<file path="config.mk">
export PLATFORM = sky130hd
export DESIGN_NAME = sram_ctl_top
export DESIGN_NICKNAME = d
export VERILOG_FILES = /design/src/logic/sram_ctl_pkg.sv /design/src/logic/cmd_decode.sv /design/src/logic/read_sequencer.sv /design/src/logic/read_data_mux.sv /design/src/logic/sram_ctl_top.sv
export SDC_FILE = /design/constraint.sdc
export NUM_CORES = 1
export LEC_CHECK = 0
export BUFFER_PORTS_ARGS = -buffer_cell sky130_fd_sc_hd__buf_2
export CAP_MARGIN = 20
export CORE_AREA = 2 2 134 136
export CTS_BUF_LIST = sky130_fd_sc_hd__clkbuf_4 sky130_fd_sc_hd__clkbuf_8 sky130_fd_sc_hd__clkbuf_16
export DETAILED_ROUTE_END_ITERATION = 8
export DIE_AREA = 0 0 136 138
export HOLD_SLACK_MARGIN = 0.02
export SETUP_SLACK_MARGIN = 0.5
export SLEW_MARGIN = 10
export SYNTH_ARGS = -nofsm -noshare
export SYNTH_HDL_FRONTEND = slang
export SYNTH_HIERARCHICAL = 1
export SYNTH_SLANG_ARGS = --single-unit
export TNS_END_PERCENT = 100
</file>
<file path="constraint.sdc">
create_clock -name clk -period 1.7 [get_ports clk]
set_clock_uncertainty 0.1 [all_clocks]
set_input_delay 0.255 -clock clk [delete_from_list [all_inputs] [get_ports clk]]
set_output_delay 0.255 -clock clk [all_outputs]
set_load 0.02 [all_outputs]
</file>
<file path="src/logic/sram_ctl_pkg.sv">
// address map constants, field positions, enums and packed structs for the sram control block
`default_nettype none

package sram_ctl_pkg;

  // data path and array geometry
  localparam int data_w = 32;
  localparam int row_w = 5;
  // wait-cycle field sits in cfg0 bits 2..0
  localparam int wait_w = 3;

  // bits 15..12 of the address pick the region
  localparam logic [data_w-1:0] addr_mask = 32'h0000_F000;
  localparam logic [data_w-1:0] cfg_region = 32'h0000_E000;
  localparam logic [data_w-1:0] bist_region = 32'h0000_F000;

  // local control space
  localparam logic [data_w-1:0] cfg0_offset = 32'h0000_0000;
  // two-cycle read latency out of reset
  localparam logic [data_w-1:0] cfg0_reset = 32'h0000_0001;

  // low bit of each address field
  localparam int r0_row_lo = 0;
  localparam int r1_row_lo = 6;
  localparam int rd_type_lo = 14;

  // read type carried in address bits 15..14
  typedef enum logic [1:0] {
    rd_r0      = 2'b00,
    rd_r1      = 2'b01,
    rd_pair_lo = 2'b10,
    rd_pair_hi = 2'b11
  } rd_type_e;

  // source of the returned read word
  typedef enum logic [2:0] {
    sel_r0      = 3'd0,
    sel_r1      = 3'd1,
    sel_pair_lo = 3'd2,
    sel_pair_hi = 3'd3,
    sel_cfg0    = 3'd4,
    sel_bist    = 3'd5,
    sel_cfg     = 3'd6
  } rdata_sel_e;

  // one command strobe with its address and data
  typedef struct packed {
    logic              ctl_val;
    logic              ra_val;
    logic              we;
    logic [3:0]        sel;
    logic [data_w-1:0] adr;
    logic [data_w-1:0] dat;
  } cmd_t;

  // controls for the two read ports and the write port
  typedef struct packed {
    logic              r0_enb;
    logic [row_w-1:0]  r0_adr;
    logic              r1_enb;
    logic [row_w-1:0]  r1_adr;
    logic              w0_enb;
    logic [row_w-1:0]  w0_adr;
    logic [data_w-1:0] w0_dat;
  } ra_port_t;

  // read request from decode to the sequencer
  typedef struct packed {
    logic       start;
    rdata_sel_e src;
  } rd_req_t;

  // words coming back from the array
  typedef struct packed {
    logic [data_w-1:0] r0_dat;
    logic [data_w-1:0] r1_dat;
    logic [data_w-1:0] bist_status;
    logic [data_w-1:0] cfg_rdat;
  } ra_status_t;

endpackage

`default_nettype wire

</file>
<file path="src/logic/cmd_decode.sv">
// command decode into region hits, array port controls, register strobes and read requests
`timescale 1ns/1ns
`default_nettype none

module cmd_decode
  import sram_ctl_pkg::*;
(
  input  cmd_t              cmd,
  input  logic              idle,
  output ra_port_t          ra,
  output logic [data_w-1:0] bist_ctl,
  output logic              cfg_wr,
  output logic [data_w-1:0] cfg_wdat,
  output logic              cfg0_we,
  output rd_req_t           rd_req
);

  logic     bist_hit;
  logic     cfg_hit;
  logic     special;
  logic     ra_rd;
  logic     ra_wr;
  rd_type_e rd_type;

  // region match on the masked address bits
  assign bist_hit = (cmd.adr & addr_mask) == (bist_region & addr_mask);
  assign cfg_hit  = (cmd.adr & addr_mask) == (cfg_region & addr_mask);
  // special regions never touch the read ports
  assign special  = bist_hit | cfg_hit;

  assign ra_rd = cmd.ra_val & ~cmd.we;
  assign ra_wr = cmd.ra_val & cmd.we;

  assign rd_type = rd_type_e'(cmd.adr[rd_type_lo +: $bits(rd_type_e)]);

  // bist control word is only nonzero during the write itself
  assign bist_ctl = (ra_wr & bist_hit) ? cmd.dat : '0;

  // array config write strobe, data goes straight through
  assign cfg_wr   = ra_wr & cfg_hit;
  assign cfg_wdat = cmd.dat;

  // local cfg0 lives at offset zero of the ctl space
  assign cfg0_we = cmd.ctl_val & cmd.we & ((cmd.adr & ~addr_mask) == cfg0_offset);

  // r0 port serves everything but a plain r1 read
  assign ra.r0_enb = ra_rd & ~special & (rd_type != rd_r1);
  assign ra.r0_adr = cmd.adr[r0_row_lo +: row_w];

  // r1 port serves everything but a plain r0 read
  assign ra.r1_enb = ra_rd & ~special & (rd_type != rd_r0);
  // a plain r1 read takes its row from the r0 field
  assign ra.r1_adr = (rd_type == rd_r1) ? cmd.adr[r0_row_lo +: row_w]
                                        : cmd.adr[r1_row_lo +: row_w];

  // sel bit 0 picks the write port
  assign ra.w0_enb = ra_wr & cmd.sel[0];
  assign ra.w0_adr = cmd.adr[r0_row_lo +: row_w];
  assign ra.w0_dat = cmd.dat;

  // reads only start while the sequencer is idle
  assign rd_req.start = idle & ~cmd.we & (cmd.ctl_val | cmd.ra_val);

  // read source select
  always_comb begin
    rd_req.src = sel_cfg0;
    if (cmd.ctl_val) begin
      // ctl space reads
      if (bist_hit) begin
        rd_req.src = sel_bist;
      end else if (cfg_hit) begin
        rd_req.src = sel_cfg;
      end else begin
        rd_req.src = sel_cfg0;
      end
    end else begin
      // array reads follow the read type
      case (rd_type)
        rd_r0:      rd_req.src = sel_r0;
        rd_r1:      rd_req.src = sel_r1;
        rd_pair_lo: rd_req.src = sel_pair_lo;
        rd_pair_hi: rd_req.src = sel_pair_hi;
        default:    rd_req.src = sel_r0;
      endcase
    end
  end

endmodule

`default_nettype wire

</file>
<file path="src/logic/read_sequencer.sv">
// read sequencer holding cfg0, the busy flag, the latched source and the wait counter
`timescale 1ns/1ns
`default_nettype none

module read_sequencer
  import sram_ctl_pkg::*;
(
  input  logic              clk,
  input  logic              rst,
  input  logic              cfg0_we,
  input  logic [data_w-1:0] cfg0_wdat,
  input  rd_req_t           rd_req,
  output logic              idle,
  output logic              rd_ack,
  output rdata_sel_e        src,
  output logic [data_w-1:0] cfg0
);

  // cfg0 register
  // bits 31..3 are kept but unused
  // bits 2..0 give wait cycles after the command cycle
  logic [data_w-1:0] cfg0_q;

  // read state
  logic              busy_q;
  logic [wait_w-1:0] wait_q;
  rdata_sel_e        src_q;

  logic              start;
  logic              wait_done;

  // decode raises start only while idle
  assign start = rd_req.start;

  // counter has run out
  assign wait_done = (wait_q == '0);

  // cfg0 takes the write at the sampling edge
  always_ff @(posedge clk) begin
    if (rst) begin
      cfg0_q <= cfg0_reset;
    end else if (cfg0_we) begin
      cfg0_q <= cfg0_wdat;
    end
  end

  // busy from the start edge until the edge after the ack
  always_ff @(posedge clk) begin
    if (rst) begin
      busy_q <= 1'b0;
    end else if (start) begin
      busy_q <= 1'b1;
    end else if (busy_q && wait_done) begin
      busy_q <= 1'b0;
    end
  end

  // wait counter
  // loads the wait field on start, then counts down to zero
  always_ff @(posedge clk) begin
    if (rst) begin
      wait_q <= '0;
    end else if (start) begin
      wait_q <= cfg0_q[wait_w-1:0];
    end else if (busy_q && !wait_done) begin
      wait_q <= wait_q - 1'b1;
    end
  end

  // source is latched with the start and held through the ack
  always_ff @(posedge clk) begin
    if (rst) begin
      src_q <= sel_cfg0;
    end else if (start) begin
      src_q <= rd_req.src;
    end
  end

  // ack in the one cycle where busy and the count is zero
  // with wait w that is the cycle after edge k+w
  assign rd_ack = busy_q & wait_done;

  assign idle = ~busy_q;
  assign src  = src_q;
  assign cfg0 = cfg0_q;

endmodule

`default_nettype wire

</file>
<file path="src/logic/read_data_mux.sv">
// read data select across the array ports, cfg0 and the array status words
`timescale 1ns/1ns
`default_nettype none

module read_data_mux
  import sram_ctl_pkg::*;
(
  input  rdata_sel_e        src,
  input  ra_status_t        status,
  input  logic [data_w-1:0] cfg0,
  output logic [data_w-1:0] rd_dat
);

  localparam int half_w = data_w / 2;

  always_comb begin
    case (src)
      sel_r0: begin
        rd_dat = status.r0_dat;
      end
      sel_r1: begin
        rd_dat = status.r1_dat;
      end
      // r1 low half above r0 low half
      sel_pair_lo: begin
        rd_dat = {status.r1_dat[half_w-1:0], status.r0_dat[half_w-1:0]};
      end
      // r1 high half above r0 high half
      sel_pair_hi: begin
        rd_dat = {status.r1_dat[data_w-1:half_w], status.r0_dat[data_w-1:half_w]};
      end
      sel_cfg0: begin
        rd_dat = cfg0;
      end
      sel_bist: begin
        rd_dat = status.bist_status;
      end
      sel_cfg: begin
        rd_dat = status.cfg_rdat;
      end
      // unused select code reads back all ones
      default: begin
        rd_dat = '1;
      end
    endcase
  end

endmodule

`default_nettype wire

</file>
<file path="src/logic/sram_ctl_top.sv">
// top level joining command decode, read sequencer and read data mux to the command and array ports
`timescale 1ns/1ns
`default_nettype none

module sram_ctl_top
  import sram_ctl_pkg::*;
(
  input  logic              clk,
  input  logic              rst,

  // command strobe and array return words
  input  cmd_t              cmd,
  input  ra_status_t        status,

  // read return
  output logic              rd_ack,
  output logic [data_w-1:0] rd_dat,

  // array controls
  output ra_port_t          ra,
  output logic [data_w-1:0] bist_ctl,
  output logic              cfg_wr,
  output logic [data_w-1:0] cfg_wdat
);

  logic              idle;
  logic              cfg0_we;
  logic [data_w-1:0] cfg0;
  rd_req_t           rd_req;
  rdata_sel_e        src;

  // input side
  // all array strobes are combinational in the command cycle
  cmd_decode u_cmd_decode (
    .cmd      (cmd),
    .idle     (idle),
    .ra       (ra),
    .bist_ctl (bist_ctl),
    .cfg_wr   (cfg_wr),
    .cfg_wdat (cfg_wdat),
    .cfg0_we  (cfg0_we),
    .rd_req   (rd_req)
  );

  // processing part
  // cfg0 write data is the command data word
  read_sequencer u_read_sequencer (
    .clk       (clk),
    .rst       (rst),
    .cfg0_we   (cfg0_we),
    .cfg0_wdat (cmd.dat),
    .rd_req    (rd_req),
    .idle      (idle),
    .rd_ack    (rd_ack),
    .src       (src),
    .cfg0      (cfg0)
  );

  // output side
  read_data_mux u_read_data_mux (
    .src    (src),
    .status (status),
    .cfg0   (cfg0),
    .rd_dat (rd_dat)
  );

endmodule

`default_nettype wire

</file>
==> impl_metrics.json, run 1 <==
{
  "synth_edf_count": 0,
  "yosysWarnings": 6,
  "ir_drop_mv": 0.402,
  "synth-simple-area-share_pct": 20.8,
  "die_h_um": 138,
  "setup_viol": 32,
  "rsz0062_at_grt": "yes",
  "start_util_pct": 24.6,
  "track_usage_pct": 20.8,
  "grt_max_degree": 27,
  "vias": 5292,
  "grt_pass1_wl_um": 29500,
  "drt_wl_total_um": 21200,
  "antenna_found_initial": 5,
  "yosys-mux-area-fraction_pct": 20.6,
  "synth_compound_area_share_pct": 18.5,
  "maxSlewViolCount": 0,
  "setup_tns_ns": -12.64,
  "nNetsFinal": 1089,
  "drt_iter0_drc": 198,
  "period_minus_slack_ns": 2.17,
  "synth_xor_area_share_pct": 0,
  "crit_type": "reg2out",
  "numPortBuffers": 345,
  "max-cap-violations": 0,
  "min_path_type": "in2reg",
  "core_area_um2": 17500,
  "seq_area_frac_synth_pct": 18.1,
  "synth.distinct_cells": 52,
  "tightest_slew_ns": 0.448,
  "end_kind": "primary output",
  "utilization_pct": 46.8,
  "required_ns": 1.34,
  "power_leakage_nw": 3.81,
  "synth-seq-cells": 39,
  "clockBufferDepth": 2,
  "firstDrtPassIters": 4,
  "max_freq_mhz": 460,
  "async_flop_share_pct": 0,
  "clk_pin_slew_ns": 0.07,
  "cp_max_fo": 8,
  "rows": 49,
  "cts.sink_count": 39,
  "syn_inst": 532,
  "hold_buffers": 0,
  "fin_ws_ns": -0.474,
  "synth_top_family_by_area": "buffers and inverters",
  "synthAdderAreaFrac_pct": 0.580,
  "status": "finished, violations left",
  "grt_overflow": 0,
  "gp_congestion": 0.864,
  "die_w_um": 136,
  "synth_area_um2": 4310,
  "post_drt_wl_per_cell_um": 18.9,
  "final_area_um2": 8210,
  "ant_nets": 0,
  "clk_latency_ns": 0.29,
  "syn_nets": 735,
  "hold_viol": 0,
  "finalCritPeriodShare_pct": 128,
  "tritoncts.num_buffers": 5,
  "maxSlewHeadroom_pct": 70.1,
  "holdWs_ns": 0.140,
  "cts_tree": "built",
  "area_delta_synth_final_pct": 90.3,
  "cts_max_level": 2,
  "io_pins": 349,
  "dieArea_um2": 18800,
  "start_kind": "register",
  "layout-drive-gt1-share_pct": 69.9,
  "dpl-instance-area_um2": 6440,
  "ctsRootBufferMaster": "clkbuf_16",
  "grt_pass1_vias": 5242,
  "crit_arrival_ns": 1.82,
  "yosys_most_used_dff": "dfxtp_1",
  "p_per_area_nw_per_um2": 456,
  "viasPerCell": 4.73,
  "violations": "setup timing",
  "syn_avg_cell_area_um2": 8.11,
  "drc": 0,
  "dpl.hpwl_um": 15500
}
## metal layers
metal | global-route usage (%) | wire [um] | up-vias
met5 | 0 | 31 | -
met4 | 6.09 | 484 | 4
met3 | 5.50 | 1700 | 34
met2 | 37.6 | 10700 | 257
met1 | 23.7 | 8320 | 2453
li1 | - | - | 2544
## worst paths after layout
| kind | from | to | slack [ns] | cells after the start |
|---|---|---|---|---|
| setup / recovery | u_read_sequencer/src[0] | rd_dat[25] | -0.47 | 7 |
| hold / removal | cmd[1] | u_read_sequencer/cfg0[1] | 0.14 | 3 |
| setup reg to reg | u_read_sequencer/wait_q[0] | u_read_sequencer/wait_q[1] | 0.33 | 6 |
| hold reg to reg | u_read_sequencer/cfg0[27] | u_read_sequencer/cfg0[27] | 0.39 | 2 |
## state kept, by name, summed over array words and instances (netlist names)
signal and cells:
u_read_sequencer/cfg0 32, u_read_sequencer/wait_q 3, u_read_sequencer/src 3, u_read_sequencer/busy_q 1
## cell usage after synthesis (13+ instances only)
cell type,count,area share [%]
a21oi_1,22,2.6
a221o_1,16,3.7
and2_1,33,4.8
buf_2,14,1.6
buf_4,81,14
buf_6,13,3.4
dfxtp_1,39,18
inv_1,16,1.4
mux2_2,18,4.7
mux2i_1,64,15
nand2_1,18,1.6
nor2_1,58,5.0
o21ai_0,22,2.6
## critical path, cell delays in order, from the launching register on
cell      delay [ns]
dfxtp_4         0.41
buf_6           0.15
buf_4           0.16
a21oi_4         0.14
a21oi_4         0.05
buf_6           0.11
a2111o_1        0.36
buf_6           0.14
## stage by stage
step	std cells	power [mW]	setup slack, ns
3_3_place_gp	1055	2.41	-0.301
4_1_cts	1103	3.63	-0.472
6_report	1119	3.74	-0.474
3_5_place_dp	1055	2.42	-0.297
5_1_grt	1116	3.92	-0.526
2_1_floorplan	532	1.86	-0.115
## cell usage in the layout, fill, tap and decap left out, types with 5 or more instances in the layout
master and instances:
buf_2 269, buf_6 96, buf_4 63, mux2i_1 55
nor2_1 54, dfxtp_1 33, and2_4 32, buf_12 17
nand2_1 17, a221o_1 16, mux2_4 14, inv_1 13
buf_8 11, o21ai_1 11, nand3b_1 10, a21oi_2 9
o32ai_1 9, o21ai_2 8, a21oi_1 8, mux2_2 8
mux2i_2 8, clkbuf_16 7, buf_16 7, o221ai_2 7
and3_1 7, a2111o_1 7, nor4_4 6, o21ai_0 5
a21oi_4 5
## where the power goes
group,internal (mW),leakage (nW),switching [mW]
Clock,0.542,0.0658,0.433
Combinational,0.898,3.42,0.924
Sequential,0.923,0.318,0.0204
Total,2.36,3.81,1.38
## cell families after synthesis
| family | count (synthesis) |
|---|---|
| multiplexers | 86 |
| buffers and inverters | 135 |
| AND/OR/NAND/NOR | 164 |
| AO/OA/AOI/OAI | 106 |
| flip-flops | 39 |
| adder cells (fa/ha/maj) | 2 |
## layout make-up
| class | instances | area [um^2] |
|---|---|---|
| inverter | 16 | 65.1 |
| multi-input combinational | 359 | 3260 |
| clock buffer | 5 | 125 |
| clock inverter | 3 | 20.0 |
| fill | 1698 | 9330 |
| tap | 229 | 287 |
| sequential | 39 | 798 |
| antenna | 3 | 7.51 |
| timing repair buffer | 465 | 3650 |
## timing repair
action | 4_1_cts | 5_1_grt
gates cloned | 7 | 4
setup endpoints to repair | 111 | 113
pin swaps | 43 | 27
buffers inserted | 33 | 9
gates resized for setup | 198 | 74
Power figures use the tool's default switching activity.
==> run 2: changes to the inputs <==
--- a/config.mk
+++ b/config.mk
@@ -7,15 +7,14 @@
 export LEC_CHECK = 0
 export BUFFER_PORTS_ARGS = -buffer_cell sky130_fd_sc_hd__buf_2
 export CAP_MARGIN = 20
-export CORE_AREA = 2 2 134 136
+export CORE_AREA = 2 2 135 137
 export CTS_BUF_LIST = sky130_fd_sc_hd__clkbuf_4 sky130_fd_sc_hd__clkbuf_8 sky130_fd_sc_hd__clkbuf_16
 export DETAILED_ROUTE_END_ITERATION = 8
-export DIE_AREA = 0 0 136 138
+export DIE_AREA = 0 0 137 139
 export HOLD_SLACK_MARGIN = 0.02
 export SETUP_SLACK_MARGIN = 0.5
 export SLEW_MARGIN = 10
 export SYNTH_ARGS = -nofsm -noshare
 export SYNTH_HDL_FRONTEND = slang
-export SYNTH_HIERARCHICAL = 1
 export SYNTH_SLANG_ARGS = --single-unit
 export TNS_END_PERCENT = 100
==> impl_metrics.json, run 2 <==
{
  "io_pins": 349,
  "period_minus_slack_ns": 2.11,
  "r2r_cells": 7,
  "clk_latency_ns": 0.29,
  "viasPerCell": 4.74,
  "maxSlewHeadroom_pct": 77.6,
  "nNetsFinal": 1105,
  "ir_drop_mv": 0.384,
  "drt_iter0_drc": 165,
  "largest_reg_flops": 32,
  "dpl.hpwl_um": 15000,
  "cp-startpoint": "u_read_sequencer.src[0]",
  "async_flop_share_pct": 0,
  "tightest_slew_ns": 0.334,
  "synth_edf_count": 0,
  "ctsRootBufferMaster": "clkbuf_16",
  "synth_top_area_cell": "dfxtp_1",
  "rsz0062_at_grt": "yes",
  "violations": "setup timing",
  "clockBufferDepth": 2,
  "max_freq_mhz": 473,
  "crit_type": "reg2out",
  "power_leakage_nw": 3.84,
  "synth_top_area_share_pct": 17.3,
  "cp_max_fo": 8,
  "cts_max_level": 2,
  "yosys_most_used_dff": "dfxtp_1",
  "area_delta_synth_final_pct": 94.5,
  "start_util_pct": 25.5,
  "grt_pass1_vias": 5324,
  "setup_viol": 41,
  "tritoncts.num_buffers": 5,
  "grt_max_degree": 72,
  "netlist_top_cells_count": "buf_4 (76), nand2b_1 (67), mux2i_1 (56)",
  "gp_congestion": 0.789,
  "crit_arrival_ns": 1.76,
  "rows": 49,
  "endpoint": "rd_dat[22]",
  "final_cell_mix": "buf_2 (264), buf_6 (100), nand2b_1 (63), nand2_1 (40), mux2i_1 (37)",
  "antenna_found_initial": 2,
  "p_per_area_nw_per_um2": 441,
  "drc": 0,
  "r2r_slack_ns": 0.31,
  "hold_viol": 0,
  "syn_nets": 772,
  "maxSlewViolCount": 0,
  "required_ns": 1.34,
  "end_kind": "primary output",
  "grt_overflow": 0,
  "fin_ws_ns": -0.414,
  "yosysWarnings": 0,
  "seq_area_frac_synth_pct": 17.3,
  "final_common_cell": "buf_2",
  "clk_pin_slew_ns": 0.06,
  "dieArea_um2": 19000,
  "vias": 5371,
  "setup_tns_ns": -10.26,
  "synth_area_leaders": "dfxtp_1 (17%), buf_4 (13%), mux2i_1 (12%)",
  "max-cap-violations": 0,
  "p_total_mw": 3.86,
  "die_w_um": 137,
  "track_usage_pct": 20.7,
  "r2r_start": "u_read_sequencer.wait_q[1]",
  "status": "finished, violations left",
  "core_area_um2": 17700,
  "synth.most_common_cell": "buf_4",
  "start_kind": "register",
  "ant_nets": 0,
  "min_path_type": "in2reg",
  "syn_avg_cell_area_um2": 7.92,
  "synth.distinct_cells": 41,
  "hold_buffers": 0,
  "post_drt_wl_per_cell_um": 18.9,
  "numPortBuffers": 345,
  "r2r_end": "u_read_sequencer.wait_q[1]",
  "cts.sink_count": 39,
  "synth_area_um2": 4510,
  "drt_wl_total_um": 21400,
  "synth-seq-cells": 39,
  "grt_pass1_wl_um": 30000,
  "finalCritPeriodShare_pct": 124,
  "cts_tree": "built",
  "layout-drive-gt1-share_pct": 71.4,
  "die_h_um": 139,
  "antenna-diode-count": 0,
  "hold_start": "cmd[2]",
  "syn_inst": 569,
  "firstDrtPassIters": 4
}
[run 2: cell count changes after synthesis, sizes merged, moves of 10 or more]
| cell | change |
|---|---|
| a221o | -14 |
| buf | -14 |
| clkbuf | +13 |
| nand2 | +29 |
| nand2b | +60 |
| nor2 | -42 |
| nor2b | +12 |
| o21ai | +12 |
| o221ai | +18 |
| o32ai | -10 |
[run 2: how the worst min path moves through the flow]
stage | slack, ns | to | cells past startpoint
after global routing | 0.17 | u_read_sequencer.cfg0[12] | 3
after global placement | 0.36 | u_read_sequencer.cfg0[21] | 2
after detailed placement | 0.36 | u_read_sequencer.cfg0[17] | 2
final | 0.16 | u_read_sequencer.cfg0[2] | 3
after CTS | 0.15 | u_read_sequencer.cfg0[25] | 3
after floorplan | 0.28 | u_read_sequencer.src[2] | 2
[run 2: logic make-up after synthesis]
kind of cell,Yosys count,synth area share [%]
AND/OR/NAND/NOR,204,27.9
adder cells (fa/ha/maj),2,0.555
multiplexers,82,18.9
buffers and inverters,126,18.4
AO/OA/AOI/OAI,116,16.9
flip-flops,39,17.3
[run 2: per-layer routing]
metal  vias to the layer above  share of wire (%)  track usage, %
met4                         4                1.5            4.61
met5                         -               0.13               0
met3                        21                6.2            3.65
met2                       231                 54            39.2
met1                      2510                 38            23.6
li1                       2605                  -               -
[run 2: what timing repair did]
action | in CTS | in global routing
setup endpoints to repair | 112 | 111
gates cloned | 9 | 3
pin swaps | 30 | 33
gates resized for setup | 251 | 92
buffers inserted | 27 | 11
[run 2: per-stage QoR]
step	util, %	instance area, um^2	hold WS, ns	setup slack, ns	std cells
2_1_floorplan	-	5080	0.279	0.0654	569
3_3_place_gp	37.8	6680	0.360	-0.270	1074
3_5_place_dp	37.8	6680	0.363	-0.271	1074
4_1_cts	46.6	8230	0.153	-0.393	1118
5_1_grt	49.6	8760	0.169	-0.456	1132
6_report	49.6	8760	0.157	-0.414	1132
[run 2: power breakdown]
part           internal, mW  total [mW]  switching [mW]  leakage [nW]
registers             0.923       0.950          0.0276         0.318
logic                 0.953        1.94           0.984          3.45
clock network         0.576       0.975           0.399        0.0747
[run 2: layout make-up]
cell class                      count  area, um^2
Clock buffer                        7         140
Clock inverter                      1        5.00
Tap cell                          229         287
Sequential cell                    39         796
Inverter                            8        35.0
Multi-Input combinational cell    404        3840
Timing Repair Buffer              444        3660
Fill cell                        1617        8890
[run 2: critical path, stage by stage, from the launching register on]
cell	delay (ns)
dfxtp_4	0.37
buf_12	0.14
buf_16	0.13
nor2_4	0.24
a22oi_2	0.13
o211ai_1	0.26
buf_4	0.20
==> run 3: changes to the inputs <==
--- a/config.mk
+++ b/config.mk
@@ -12,6 +12,7 @@
 export DETAILED_ROUTE_END_ITERATION = 8
 export DIE_AREA = 0 0 137 139
 export HOLD_SLACK_MARGIN = 0.02
+export RECOVER_POWER = 25
 export SETUP_SLACK_MARGIN = 0.5
 export SLEW_MARGIN = 10
 export SYNTH_ARGS = -nofsm -noshare
==> impl_metrics.json, run 3 (synthesis results as in run 2) <==
{
  "status": "finished, violations left",
  "violations": "setup timing",
  "die_h_um": 139,
  "final_common_cell": "buf_2",
  "clk_pin_slew_ns": 0.06,
  "dieArea_um2": 19000,
  "rows": 49,
  "end_kind": "primary output",
  "track_usage_pct": 20.7,
  "grtUsageMet3_pct": 3.65,
  "die_w_um": 137,
  "vias": 5364,
  "largest_reg_flops": 32,
  "maxSlewViolCount": 0,
  "nFillCells": 1642,
  "drc": 0,
  "drt_wl_total_um": 21400,
  "antenna_found_initial": 2,
  "grt_pass1_wl_um": 30000,
  "ant_nets": 0,
  "fin_ws_ns": -0.406,
  "maxSlewHeadroom_pct": 77.4,
  "numPortBuffers": 345,
  "grt_max_degree": 72,
  "drt_iter0_drc": 186,
  "finalCritPeriodShare_pct": 124,
  "cts.sink_count": 39,
  "dpl.hpwl_um": 15000,
  "hold_viol": 0,
  "period_minus_slack_ns": 2.11,
  "start_kind": "register",
  "layout-drive-gt1-share_pct": 68.0,
  "firstDrtPassIters": 4,
  "multi_input_area_um2": 3840,
  "max_freq_mhz": 475,
  "grt_overflow": 0,
  "start_util_pct": 25.5,
  "ir_drop_mv": 0.383,
  "ctsRootBufferMaster": "clkbuf_16",
  "post_drt_wl_per_cell_um": 18.9,
  "crit_type": "reg2out",
  "cts_tree": "built",
  "min_path_type": "in2reg",
  "gp_congestion": 0.789,
  "use_met2_pct": 39.2,
  "hold_buffers": 0,
  "clk_latency_ns": 0.29,
  "regArea_um2": 796,
  "tightest_slew_ns": 0.337,
  "cp_max_fo": 8,
  "rsz0062_at_grt": "yes",
  "antenna-diode-count": 0,
  "setup_tns_ns": -10.24,
  "clockBufferDepth": 2,
  "r2r_cells": 7,
  "cts_max_level": 2,
  "viasPerCell": 4.74,
  "final_cell_mix": "buf_2 (233), buf_6 (100), nand2b_1 (63), nand2_1 (40), mux2i_1 (37)",
  "crit_arrival_ns": 1.75,
  "nNetsFinal": 1105,
  "holdPathStages": 3,
  "grt_pass1_vias": 5324,
  "max-cap-violations": 0,
  "setup_viol": 41,
  "area_delta_synth_final_pct": 93.6,
  "p_total_mw": 3.86,
  "p_per_area_nw_per_um2": 442,
  "power_leakage_nw": 3.75,
  "core_area_um2": 17700,
  "io_pins": 349,
  "top_usage_layer": "met2",
  "r2r_slack_ns": 0.31,
  "required_ns": 1.34,
  "grtUsageMet1_pct": 23.6,
  "tritoncts.num_buffers": 5
}
[run 3: changes by cell type in the layout (fill, tap and decap cells not counted), sizes merged]
cell	delta
buf	-31
clkbuf	+31
[run 3: worst paths after layout]
path | to | startpoint
worst min-delay path | u_read_sequencer.cfg0[2] | cmd[2]
worst max register to register | u_read_sequencer.wait_q[1] | u_read_sequencer.wait_q[1]
worst max-delay path | rd_dat[22] | u_read_sequencer.src[0]
worst min register to register | u_read_sequencer.cfg0[31] | u_read_sequencer.cfg0[31]
[run 3: per-stage QoR]
step	std cells	setup slack, ns	hold WS [ns]	util [%]	instance area [um^2]
after CTS	1118	-0.393	0.153	46.6	8230
after global placement	1074	-0.270	0.360	37.8	6680
final	1132	-0.406	0.160	49.4	8720
after floorplan	569	0.0654	0.279	-	5080
after global routing	1132	-0.456	0.170	49.4	8720
after detailed placement	1074	-0.271	0.363	37.8	6680
[run 3: power by group]
part           switching [mW]  internal [mW]
clock                   0.400          0.576
combinational           0.986          0.942
sequential             0.0275          0.923
total                    1.41           2.44
[run 3: cell type report]
| cell class | instances | area share, % |
|---|---|---|
| Multi-Input combinational cell | 404 | 44.1 |
| Timing Repair Buffer | 444 | 41.5 |
| Sequential cell | 39 | 9.12 |
| Tap cell | 229 | 3.28 |
| Clock buffer | 7 | 1.61 |
| Inverter | 8 | 0.402 |
| Clock inverter | 1 | 0.0574 |
[run 3: timing repair]
action,CTS,global route
pin swaps,30,33
gates cloned,9,3
endpoints found under the setup margin,112,111
gates resized for setup,251,92
buffers inserted,27,11
[run 3: per-layer routing]
metal / share of wire, % / up-vias / wire (um)
met4: 1.7 / 4 / 365
met3: 6.3 / 27 / 1340
met5: 0.13 / - / 27
met1: 38 / 2499 / 8200
met2: 54 / 233 / 11400
li1: - / 2601 / -
[run 3: critical path, stage by stage, from the launching register on]
cell and delay (ns):
dfxtp_4 0.37, buf_12 0.14, buf_16 0.13, nor2_4 0.24, a22oi_2 0.13, o211ai_1 0.26, buf_4 0.20
